$ cat config.mk
export PLATFORM = sky130hd
export DESIGN_NAME = run_monitor
export DESIGN_NICKNAME = d
export VERILOG_FILES = /design/src/common/cpu_pkg.sv /design/src/logic/run_monitor.sv
export SDC_FILE = /design/constraint.sdc
export NUM_CORES = 1
export LEC_CHECK = 0
export ABC_AREA = 0
export BUFFER_PORTS_ARGS = -buffer_cell sky130_fd_sc_hd__buf_2
export CORE_ASPECT_RATIO = 0.7
export CORE_UTILIZATION = 47
export CTS_CLUSTER_SIZE = 12
export DETAILED_ROUTE_END_ITERATION = 10
export GPL_TIMING_DRIVEN = 0
export PLACE_DENSITY = 0.74
export SLEW_MARGIN = 30
export SYNTH_ARGS = -nofsm -noshare
export SYNTH_HDL_FRONTEND = slang
export SYNTH_SLANG_ARGS = --single-unit
export TNS_END_PERCENT = 1
$ cat constraint.sdc
create_clock -name clk_100mhz -period 1.7 [get_ports clk_100mhz]
set_clock_uncertainty 0.15 [all_clocks]
set_input_delay 0.17 -clock clk_100mhz [delete_from_list [all_inputs] [get_ports clk_100mhz]]
set_output_delay 0.17 -clock clk_100mhz [all_outputs]
set_load 0.005 [all_outputs]
$ cat src/common/cpu_pkg.sv
package cpu_pkg;

  localparam int xlen        = 32;
  localparam int reg_addr_w  = 5;
  localparam int imem_addr_w = 10;   // Word address, 4 KiB
  localparam int dmem_addr_w = 10;

  // RV32I major opcodes
  localparam logic [6:0] op_reg    = 7'b0110011;
  localparam logic [6:0] op_imm    = 7'b0010011;
  localparam logic [6:0] op_lui    = 7'b0110111;
  localparam logic [6:0] op_load   = 7'b0000011;
  localparam logic [6:0] op_store  = 7'b0100011;
  localparam logic [6:0] op_branch = 7'b1100011;
  localparam logic [6:0] op_jal    = 7'b1101111;

  typedef enum logic [3:0] {
    ic_nop, ic_alu_reg, ic_alu_imm, ic_lui, ic_load, ic_store, ic_branch, ic_jal
  } iclass_t;

  typedef enum logic [3:0] {
    alu_add, alu_sub, alu_and, alu_or, alu_xor, alu_slt, alu_sll, alu_srl
  } alu_op_t;

  typedef enum logic [1:0] {br_beq, br_bne, br_blt} br_op_t;

  // Operand source at the execute input
  typedef enum logic [1:0] {fwd_reg, fwd_wb, fwd_mem} fwd_t;

  typedef struct packed {
    iclass_t               iclass;
    alu_op_t               alu_op;
    br_op_t                br_op;
    logic [reg_addr_w-1:0] rs1;    // Zero when not read
    logic [reg_addr_w-1:0] rs2;
    logic [reg_addr_w-1:0] rd;     // Zero when not written
    logic [xlen-1:0]       imm;    // Sign extended
  } dec_instr_t;

  typedef struct packed {
    dec_instr_t      dec;
    logic [xlen-1:0] pc;
    logic [xlen-1:0] rval1;
    logic [xlen-1:0] rval2;
  } ex_stage_t;

  typedef struct packed {
    iclass_t               iclass;
    logic [reg_addr_w-1:0] rd;
    logic [xlen-1:0]       result;
    logic [xlen-1:0]       addr;   // Byte address for LW/SW
    logic [xlen-1:0]       sdata;
  } mem_stage_t;

  typedef struct packed {
    iclass_t               iclass;
    logic [reg_addr_w-1:0] rd;
    logic [xlen-1:0]       result;
  } wb_stage_t;

  typedef struct packed {
    logic [reg_addr_w-1:0] rd;
    logic [xlen-1:0]       data;
  } retire_t;

  // Classes that write rd
  function automatic logic writes_rd(iclass_t c);
    return c inside {ic_alu_reg, ic_alu_imm, ic_lui, ic_load, ic_jal};
  endfunction

endpackage

$ cat src/logic/run_monitor.sv
`timescale 1ns/1ns

module run_monitor
  import cpu_pkg::*;
(
  input  logic            clk_100mhz,
  input  logic            sys_rst,
  input  logic            fetch_zero,
  input  logic            drained,
  output logic            halt_req,
  output logic            halted,
  output logic [xlen-1:0] cycle_count
);

  typedef enum logic {st_run, st_halt} state_t;

  state_t state;

  always_ff @(posedge clk_100mhz) begin
    if (sys_rst) begin
      state       <= st_run;
      cycle_count <= '0;
    end else if (state == st_run) begin
      cycle_count <= cycle_count + 1'b1;   // Frozen once halted
      if (fetch_zero && drained) begin
        state <= st_halt;                  // Last retire has gone
      end
    end
  end

  assign halted   = state == st_halt;
  assign halt_req = fetch_zero || halted;   // Stop fetch as soon as the zero word shows

  // Frozen fetch keeps later stages empty until reset
  a_halt_drained : assert property (
    @(posedge clk_100mhz) disable iff (sys_rst) halted |-> drained
  ) else $error("run_monitor pipeline not empty while halted");

endmodule

== Yosys cells after proc, flatten, opt, wreduce, memory -nomap -nowiden ==
Index checks and enable logic that the tools add are counted.
Storage, ports and cells
  bits in registers: 33
  input bits: 4
  output and inout bits: 34
  word-level logic and storage cells: 7
Cells by class
  $add $sub $neg: 1
  muxes and demuxes: 2
  reduce and logical (&&, ||, !) cells: 2
Operator list (number)
  $add 32x1->32 const B: 1
  $mux 1: 2
  $logic_and 1x1->1: 1
  $logic_or 1x1->1: 1

== Depth between registers and ports, before layout ==
Gate-level depths: netlist of the first run.
  depth in word-level cells: 3
  gate-level depth with buffers: 7

== Worst setup path after synthesis of the first run ==
OpenSTA, ideal clock, no wires.
  kind: reg-to-reg
  from: register state (netlist: halted)
  to: register cycle_count[27]
  data arrival time: 1589 ps
  path slack: -109 ps
  cell stages (with the launch flop): 7
  path buffers: 2
  cell sequence: dfxtp_1 -> and4b_1 -> buf_6 -> nand4_4 -> buf_6 -> or4_1 -> a21oi_1
RTL lines
  start: declaration: line run_monitor.sv:17  | state_t state;
  start signal: assignment: line run_monitor.sv:21  | state <= st_run;
  start signal: assignment: line run_monitor.sv:26  | state <= st_halt;
  end signal: assignment: line run_monitor.sv:24  | cycle_count <= cycle_count + 1'b1;
  end: declaration: line run_monitor.sv:12  | output logic [xlen-1:0] cycle_count

==> impl_results.md, run 1 <==
- Outcome: complete, but fails checks
- Failing checks: setup timing
- Yosys reg bits: 33
- Final Hold Fails: 0
- P per Cell Area: 692 mW/mm²
- DP Cell Count: 249
- Clk slew on worst S/H paths: 0.07 ns
- RSZ-0062 raised after global routing: true
- Fin cells: 268
- Largest net degree at the start of global routing: 11
- Req. time, crit path: 1.76 ns
- Max-slew violations: 0
- Gr usage total: about 25%
- Sequential cell area fraction in the yosys report: 42.3%
- Skew-Pair Late Insertion Delay: 0.28 ns
- DP HPWL: 2630 µm
- Kind of critical path: reg -> reg
- HP Class: in -> reg
- Area Growth Syn to Fin: 33.9%
- Number of max-cap violations: 0
- Die area: 0.00356 mm²
- Total congestion overflow: 0
- Critical path fanouts, max: 5
- Clock tree buffer depth: 2
- Initial antenna violation count: 0
- # port buffers: 36
- Routability cong.: ~0.77
- Worst setup path start: halted
- Row count: 17
- CP Launch Type: register
- Syn_nets: 180
- Setup tns final: -0.849 ns
- Synth area leader: dfxtp_1
- I/O pins: 38
- WL met3: between 200 and 300 µm
- Pre-CTS setup slack: -0.278 ns
- Nets: 234
- Peak supply drop: 481 µV
- Syn_area_per_cell: 8.93 µm²
- Initial drt markers: 72
- Core Footprint: 0.00317 mm²
- Die Wd: just over 70 µm
- Achievable Freq: 554 MHz
- Vias per cell: 6.03
- Dpl cell area: approximately 0.0018 mm²
- Root buffer cell: clkbuf_8
- Max-slew headroom: around 66%
- Fin crit period: 1.81 ns
- Yosys cell types: 26
- Vias in the first global route: 1449
- Drt wl/cell: 15.6 µm
- HP Start: sys_rst
- CTS H-tree depth: 2
- Final Instance Area: 0.00209 mm²
- Vias post-DR: 1615
- WL met1: 1830 µm
- Post-Synthesis Cells: 175
- Starting Density: 49.3%
- Worst setup margin: -0.106 ns
- Top sig layer: met4
- Mapped Area: approximately 0.0016 mm²
- Ant. Diodes: 0
- Final wirelength: between 4000 and 5000 µm
- First-pass GRT wire length: 6910 µm
- Ratio of cells with drive above 1 in the final layout: approximately two fifths
- Clk sinks: 33
- Antenna viol nets, final: 0
- WHS: 0.0711 ns
- DR pass1 iterations: 6
- CTS tree: built
- Share of the synthesized area in the top cell type: 42.3%
- Die Ht: roughly 50 µm
- Critical path arrival: 1.87 ns
- Critical path endpoint category: register
- Synth top area cells: dfxtp_1 42%, o31ai_1 8.2%, or4_1 8.2%, a21oi_1 6.7%, xor2_1 5.0%
- Lkg Pwr: 0.837 nW
- Reg-to-reg setup timing slack: -0.11 ns
- DRC: 0
- Worst-Margin Slew: just over 0.5 ns
- Final design utilization: 66.0%
- Met2 wire len: about 2000 µm
- Overall Power: 1.45 mW
- Final setup fails: 16
- Final Cycle Share: 106%
- Yosys warns: 0
- Startpoint of the worst register-to-register path: halted
- Total CTS buffers: 5
[path summary, 6_finish.rpt]
kind	to	cells after the start
worst min register to register	cycle_count[21]	2
worst max-delay path	cycle_count[27]	6
worst max register to register	cycle_count[27]	6
worst min-delay path	cycle_count[21]	2
[routing by layer]
metal	GRT usage (%)	vias to the layer above
met5	0	-
met4	8.33	0
met3	5.42	5
met2	41.3	58
met1	33.3	783
li1	-	769
[flip-flops by register name, summed over array words and instances (netlist names)]
register,count
halted,1
cycle_count,32
[synthesized netlist by cell type (all sizes together)]
library cell  instances
mux2i                 1
nor2                 13
clkbuf                7
xnor2                 2
nand3                11
and2b                 2
ha                    1
and4                  5
inv                   4
or2                   1
and3                  2
xor2                  9
or4                  17
or3                   3
and4b                 1
buf                   3
dfxtp                33
and2                  2
nand2                10
o31ai                17
o21ai                 3
nand4                 7
a21oi                21
[worst max-delay path: stages (launching register included)]
cell and delay, ns:
dfxtp_4 0.34, and4b_1 0.25, buf_6 0.14, nand4_4 0.10
buf_6 0.16, or4_4 0.47, a21oi_2 0.12
[kinds of logic (layout without fill, tap and decap cells)]
kind of cell / after synthesis / after routing / share of synthesized area (%)
simple gates: 74 / 75 / 29.9
flops: 33 / 33 / 42.3
xor+xnor: 11 / 11 / 6.17
fa+ha+maj: 1 / 1 / 0.801
mux: 1 / 1 / 0.641
buf+inv: 14 / 68 / 4.40
compound gates: 41 / 41 / 15.9
[cells in the final DEF (no fill, tap or decap), types with 8 or more instances in the layout]
| master | instances |
|---|---|
| nand3_1 | 10 |
| dfxtp_2 | 14 |
| buf_4 | 8 |
| or4_1 | 15 |
| xor2_1 | 9 |
| nand2_1 | 9 |
| o31ai_1 | 13 |
| dfxtp_1 | 17 |
| nor2_1 | 13 |
| buf_2 | 37 |
| a21oi_1 | 18 |
[power breakdown]
group	internal (mW)	switching (mW)	total, mW
sequential	0.781	0.0119	0.793
clock	0.284	0.288	0.572
combinational	0.0392	0.0437	0.0829
[final cells by class]
cell class | count | area [µm²]
buffer | 10 | 73.8
sequential | 33 | 686
inverter | 4 | 15.0
timing repair buffer | 46 | 258
clock buffer | 6 | 72.6
tap | 38 | 47.5
clock inverter | 2 | 10.0
fill | 264 | 1080
multi-input combinational | 129 | 931
[what timing repair did]
| item | CTS | global route |
|---|---|---|
| hold buffers | 2 | 0 |
| cloned | 2 | 0 |
| endpoints found under the setup margin | 21 | 21 |
| buffers inserted | 7 | 0 |
| resized for setup | 28 | 15 |
| endpoints found under the hold margin | 1 | 0 |
| pin swaps | 11 | 2 |
No activity file was read; power rests on OpenSTA's default activity.
==> inputs of run 2 (changes only) <==
--- a/config.mk
+++ b/config.mk
@@ -7,12 +7,13 @@
 export LEC_CHECK = 0
 export ABC_AREA = 0
 export BUFFER_PORTS_ARGS = -buffer_cell sky130_fd_sc_hd__buf_2
+export CAP_MARGIN = 20
 export CORE_ASPECT_RATIO = 0.7
-export CORE_UTILIZATION = 47
+export CORE_UTILIZATION = 56
 export CTS_CLUSTER_SIZE = 12
 export DETAILED_ROUTE_END_ITERATION = 10
 export GPL_TIMING_DRIVEN = 0
-export PLACE_DENSITY = 0.74
+export PLACE_DENSITY = 0.83
 export SLEW_MARGIN = 30
 export SYNTH_ARGS = -nofsm -noshare
 export SYNTH_HDL_FRONTEND = slang
==> constraint.sdc (replaced) <==
create_clock -name clk_100mhz -period 2.3 [get_ports clk_100mhz]
set_clock_uncertainty 0.15 [all_clocks]
set_input_delay 0.23 -clock clk_100mhz [delete_from_list [all_inputs] [get_ports clk_100mhz]]
set_output_delay 0.23 -clock clk_100mhz [all_outputs]
set_load 0.005 [all_outputs]
==> run 2 against run 1 <==
  * The run now ends clean
  * Setup slack better by 0.32 ns
  * Register-to-register slack better by 0.32 ns
  * Die area is 16% lower
  * Critical path depth is 1 lower
  * First-iteration DRC count is 67% higher
  * Core utilization is 9.1 points higher
  * Flip-flop and latch count stayed put
  * Cell area is 8.3% lower
  * Via count is 5.3% lower
  * Cell count is 5.6% lower
  * Power is 11% lower
  * Combinational power is 41% lower
==> impl_results.md, run 2 (synthesis results as in run 1) <==
- Outcome: completed (was complete, but fails checks)
- Net Sw Frac: 19.7% (was 23.8%)
- Total congestion overflow: 0 (unchanged)
- RSZ-0062 raised after global routing: false (was true)
- First-pass GRT wire length: 6140 µm (was 6910 µm)
- Max-slew headroom: 65.1% (was 66.0%)
- Final design utilization: 75.2% (was 66.0%)
- Most frequent cells in the layout: 37 x buf_2, 33 x dfxtp_1, 21 x a21oi_1 (was 37 x buf_2, 18 x a21oi_1, 17 x dfxtp_1)
- DP HPWL: 2730 µm (was 2630 µm)
- DP Cell Count: 245 (was 249)
- Lkg Pwr: 0.768 nW (was 0.837 nW)
- Largest net degree at the start of global routing: 12 (was 11)
- Largest stage delay on the critical path: 0.44 ns (was 0.47 ns)
- Seq pwr share: 45.9% (was 54.8%)
- Critical path arrival: 2.15 ns (was 1.87 ns)
- Number of fill cells in the layout: 186 (was 264)
- WHS: 0.0375 ns (was 0.0711 ns)
- CTS tree: built (unchanged)
- CP Launch Type: register (unchanged)
- CTS H-tree depth: 2 (unchanged)
- HP Start: drained (was sys_rst)
- Row count: 15 (was 17)
- Switching power: 0.252 mW (was 0.344 mW)
- Clk sinks: 33 (unchanged)
- Clock power frac: 50.3% (was 39.5%)
- Routability cong.: 0.820 (was 0.773)
- DR pass1 iterations: 4 (was 6)
- Worst-Margin Slew: 0.524 ns (was 0.510 ns)
- Skew-Pair Late Insertion Delay: 0.29 ns (was 0.28 ns)
- Crit path cell chain: and4_1 > nand3_1 > clkbuf_1 > or4_1 > a21oi_1 (was and4b_1 > buf_6 > nand4_4 > buf_6 > or4_4 > a21oi_2)
- Initial drt markers: 120 (was 72)
- Achievable Freq: 480 MHz (was 554 MHz)
- Req. time, crit path: 2.37 ns (was 1.76 ns)
- Final Cycle Share: 90.6% (was 106%)
- Internal Pwr Total: 1.03 mW (was 1.10 mW)
- Drt wl/cell: 15.3 µm (was 15.6 µm)
- Postcts setup bufs: 0 (was 7)
- Gr usage total: 28.1% (was 25.2%)
- Startpoint of the worst register-to-register path: cycle_count[12] (was halted)
- Final wirelength: 3870 µm (was 4180 µm)
- Reg-to-reg endpoint: cycle_count[30] (was cycle_count[27])
- Comb power frac: 3.8% (was 5.7%)
- HP Class: in -> reg (unchanged)
- Vias per cell: 6.05 (was 6.03)
- Total CTS buffers: 5 (unchanged)
- M3 GR Usage: 7.92% (was 5.42%)
- Clock tree buffer depth: 2 (unchanged)
- Worst hold endpoint: halted (was cycle_count[21])
- Peak supply drop: 634 µV (was 481 µV)
- Area Growth Syn to Fin: 22.8% (was 33.9%)
- Met2 GRT Util: 46.7% (was 41.3%)
- Die area: 0.00301 mm² (was 0.00356 mm²)
- Post-CTS sizing: 0 (was 28)
- Reg with most FFs: cycle_count (unchanged)
- DRC: 0 (unchanged)
- Clk slew on worst S/H paths: 0.07 ns (about the same)
- Max reg flops: 32 (unchanged)
- Final Hold Fails: 0 (unchanged)
- Vias post-DR: 1530 (was 1615)
- Met1 usage: 34.3% (was 33.3%)
- Critical path endpoint category: register (unchanged)
- Critical path fanouts, max: 10 (was 5)
- Fin crit period: 2.08 ns (was 1.81 ns)
- Ratio of cells with drive above 1 in the final layout: 24.2% (was 41.3%)
- Vias in the first global route: 1333 (was 1449)
- Initial antenna violation count: 0 (unchanged)
- Ant. Diodes: 0 (unchanged)
- Max-slew violations: 0 (unchanged)
- # port buffers: 36 (unchanged)
- Setup tns final: 0 ns (was -0.849 ns)
- FF-to-FF path depth: 5 (was 6)
- Hold path cells: 3 (was 2)
- Final setup fails: 0 (was 16)
- CTS Hold Buffers Added: 0 (was 2)
- I/O pins: 38 (unchanged)
- Reg-to-reg setup timing slack: 0.22 ns (was -0.11 ns)
- Starting Density: 61.2% (was 49.3%)
- Slowest CP cell: dfxtp_1 (was or4_4)
- Antenna viol nets, final: 0 (unchanged)
- Number of max-cap violations: 0 (unchanged)
- Fin cells: 253 (was 268)
- Die Ht: 46.2 µm (was 50.2 µm)
- Commonest non-fill, non-tap cell in the layout: buf_2 (unchanged)
- Die Wd: 65.1 µm (was 70.9 µm)
- Busiest layer in global routing: met2 (unchanged)
- P per Cell Area: 668 mW/mm² (was 692 mW/mm²)
- Core Footprint: 0.00255 mm² (was 0.00317 mm²)
- Root buffer cell: clkbuf_8 (unchanged)
- Kind of critical path: reg -> reg (unchanged)
- Overall Power: 1.28 mW (was 1.45 mW)
- Nets: 223 (was 234)
-- run 2: cell count changes in the layout (fill, tap and decap cells not counted), sizes merged --
cell / before / now
dlygate4sd3: 2 / 0
nand4: 8 / 7
clkinv: 2 / 1
bufinv: 0 / 2
buf: 48 / 39
-- run 2: final cells by class --
cell class | instances | area [µm²] | share of cell area (%)
Tap cell | 34 | 42.5 | 2.22
Clock buffer | 5 | 68.8 | 3.59
Multi-Input combinational cell | 128 | 833 | 43.4
Timing Repair Buffer | 36 | 180 | 9.39
Clock inverter | 3 | 65.1 | 3.39
Inverter | 4 | 15.0 | 0.782
Buffer | 10 | 53.8 | 2.80
Sequential cell | 33 | 661 | 34.4
-- run 2: critical path, delay by kind of cell, from the launching register on --
family,cells,cell delay [ns]
DFF,1,0.44
AOI/OAI and AO/OA,1,0.14
and+or+nand+nor,3,1.00
buffers and inverters,1,0.28
-- run 2: per-layer routing --
layer  vias up  part of all wire, %
met1       718                   45
met2        59                   47
li1        745                    -
met5         -                    0
met4         0                  1.4
met3         8                  6.5
-- run 2: worst max path at each step --
stage	from	endpoint	slack [ns]	cells after the start
floorplan	halted	cycle_count[27]	0.49	6
detailed placement	halted	cycle_count[26]	0.28	6
global placement	halted	cycle_count[28]	0.34	6
CTS	halted	cycle_count[24]	0.26	6
finish	cycle_count[12]	cycle_count[30]	0.22	5
global route	cycle_count[12]	cycle_count[30]	0.06	5
-- run 2: power by group through the flow --
stage                     clock network (mW)  registers, mW  logic [mW]
after CTS                              0.653          0.589      0.0485
final                                  0.645          0.589      0.0488
after global routing                   0.672          0.590      0.0531
after detailed placement                   0          0.601      0.0478
after floorplan                            0          0.600      0.0294
after global placement                     0          0.600      0.0463
-- run 2: metrics by stage --
step / setup slack [ns] / cell area, µm²
detailed placement: 0.278 / 1790
global placement: 0.343 / 1790
CTS: 0.258 / 1920
floorplan: 0.491 / 1560
global route: 0.0562 / 1920
finish: 0.217 / 1920
==> inputs of run 3 (changes only) <==
--- a/config.mk
+++ b/config.mk
@@ -13,6 +13,7 @@
 export CTS_CLUSTER_SIZE = 12
 export DETAILED_ROUTE_END_ITERATION = 10
 export GPL_TIMING_DRIVEN = 0
+export MAX_ROUTING_LAYER = met4
 export PLACE_DENSITY = 0.83
 export SLEW_MARGIN = 30
 export SYNTH_ARGS = -nofsm -noshare
==> run 3 against run 2 <==
  * Combinational power about the same
  * Core utilization is the same
  * Die area did not move
  * Via count grew 0.26%
  * Hold slack hardly changed
==> impl_results.md, run 3 (synthesis results as in run 1) <==
- Max-slew violations: 0 (unchanged)
- Initial antenna violation count: 0 (unchanged)
- Achievable Freq: 484 MHz (was 480 MHz)
- Root buffer cell: clkbuf_8 (unchanged)
- Worst setup margin: 0.234 ns (was 0.217 ns)
- Vias per cell: 6.06 (was 6.05)
- Post-CTS sizing: 0 (unchanged)
- Total CTS buffers: 5 (unchanged)
- Skew-Pair Late Insertion Delay: 0.29 ns (about the same)
- Initial drt markers: 130 (was 120)
- DP HPWL: 2730 µm (unchanged)
- Starting Density: 61.2% (unchanged)
- CP Launch Type: register (unchanged)
- Req. time, crit path: 2.37 ns (about the same)
- Postcts setup bufs: 0 (unchanged)
- I/O pins: 38 (unchanged)
- Total congestion overflow: 0 (unchanged)
- Number of max-cap violations: 0 (unchanged)
- Outcome: completed (unchanged)
- Final Hold Fails: 0 (unchanged)
- Clk slew on worst S/H paths: 0.07 ns (about the same)
- Max-slew headroom: 65.6% (was 65.1%)
- Final setup fails: 0 (unchanged)
- Largest net degree at the start of global routing: 12 (unchanged)
- Final wirelength: 3870 µm (about the same)
- Overall Power: 1.28 mW (unchanged)
- Worst-Margin Slew: 0.517 ns (was 0.524 ns)
- CTS Hold Buffers Added: 0 (unchanged)
- Routability cong.: 0.833 (was 0.820)
- Critical path fanouts, max: 10 (unchanged)
- P per Cell Area: 668 mW/mm² (unchanged)
- Die Ht: 46.2 µm (unchanged)
- Row count: 15 (unchanged)
- Critical path endpoint category: register (unchanged)
- DR pass1 iterations: 4 (unchanged)
- Vias post-DR: 1534 (was 1530)
- Fin crit period: 2.07 ns (was 2.08 ns)
- HP Class: in -> reg (unchanged)
- Kind of critical path: reg -> reg (unchanged)
- Peak supply drop: 634 µV (about the same)
- DP Cell Count: 245 (unchanged)
- Core Footprint: 0.00255 mm² (unchanged)
- Gr usage total: 29.0% (was 28.1%)
- Reg with most FFs: cycle_count (unchanged)
- Ant. Diodes: 0 (unchanged)
- Setup tns final: 0 ns (unchanged)
- Commonest non-fill, non-tap cell in the layout: buf_2 (unchanged)
- Ratio of cells with drive above 1 in the final layout: 24.2% (unchanged)
- CTS H-tree depth: 2 (unchanged)
- Lkg Pwr: 0.768 nW (unchanged)
- First-pass GRT wire length: 6130 µm (was 6140 µm)
- RSZ-0062 raised after global routing: false (unchanged)
- Vias in the first global route: 1335 (was 1333)
- Die area: 0.00301 mm² (unchanged)
- Die Wd: 65.1 µm (unchanged)
- Most frequent cells in the layout: 37 x buf_2, 33 x dfxtp_1, 21 x a21oi_1 (unchanged)
- # port buffers: 36 (unchanged)
- Pre-CTS setup slack: 0.278 ns (unchanged)
- Area Growth Syn to Fin: 22.8% (unchanged)
- Antenna viol nets, final: 0 (unchanged)
- Drt wl/cell: 15.3 µm (about the same)
- DRC: 0 (unchanged)
- WHS: 0.0375 ns (about the same)
- Clock tree buffer depth: 2 (unchanged)
- CTS tree: built (unchanged)
- Nets: 223 (unchanged)
- Final Cycle Share: 89.8% (was 90.6%)
- Critical path arrival: 2.14 ns (was 2.15 ns)
- Clk sinks: 33 (unchanged)
- Fin cells: 253 (unchanged)
- Max reg flops: 32 (unchanged)
## run 3: critical path, cell delays in order, from the launching register on
cell and delay (ns):
dfxtp_1 0.44, and4_1 0.33, nand3_1 0.22, clkbuf_1 0.27, or4_1 0.43, a21oi_1 0.14
## run 3: worst paths after layout
path | startpoint | endpoint | slack [ns] | cells past startpoint
worst min register to register | cycle_count[29] | cycle_count[29] | 0.35 | 2
worst max-delay path | cycle_count[12] | cycle_count[30] | 0.23 | 5
worst max register to register | cycle_count[12] | cycle_count[30] | 0.23 | 5
worst min-delay path | drained | halted | 0.04 | 3
## run 3: routing by layer
metal  track usage [%]  wire length [µm]
met5                 -                 0
met2              46.7              1790
met4              13.9                56
met1              34.3              1720
met3              7.92               295
## run 3: report_power, final
| part | total [mW] | internal, mW | switching (mW) |
|---|---|---|---|
| clock network | 0.645 | 0.430 | 0.214 |
| logic | 0.0488 | 0.0208 | 0.0281 |
| registers | 0.589 | 0.579 | 0.00967 |
## run 3: stage by stage
step                      cell area [µm²]  util [%]
after floorplan                      1560         -
after global placement               1790      70.0
after detailed placement             1790      70.0
after CTS                            1920      75.2
after global routing                 1920      75.2
final                                1920      75.2
## run 3: layout make-up
type,count,area (µm²)
clock inverter,3,65.1
sequential,33,661
buffer,10,53.8
inverter,4,15.0
clock buffer,5,68.8
fill,186,633
multi-input combinational,128,833
tap,34,42.5
timing repair buffer,36,180
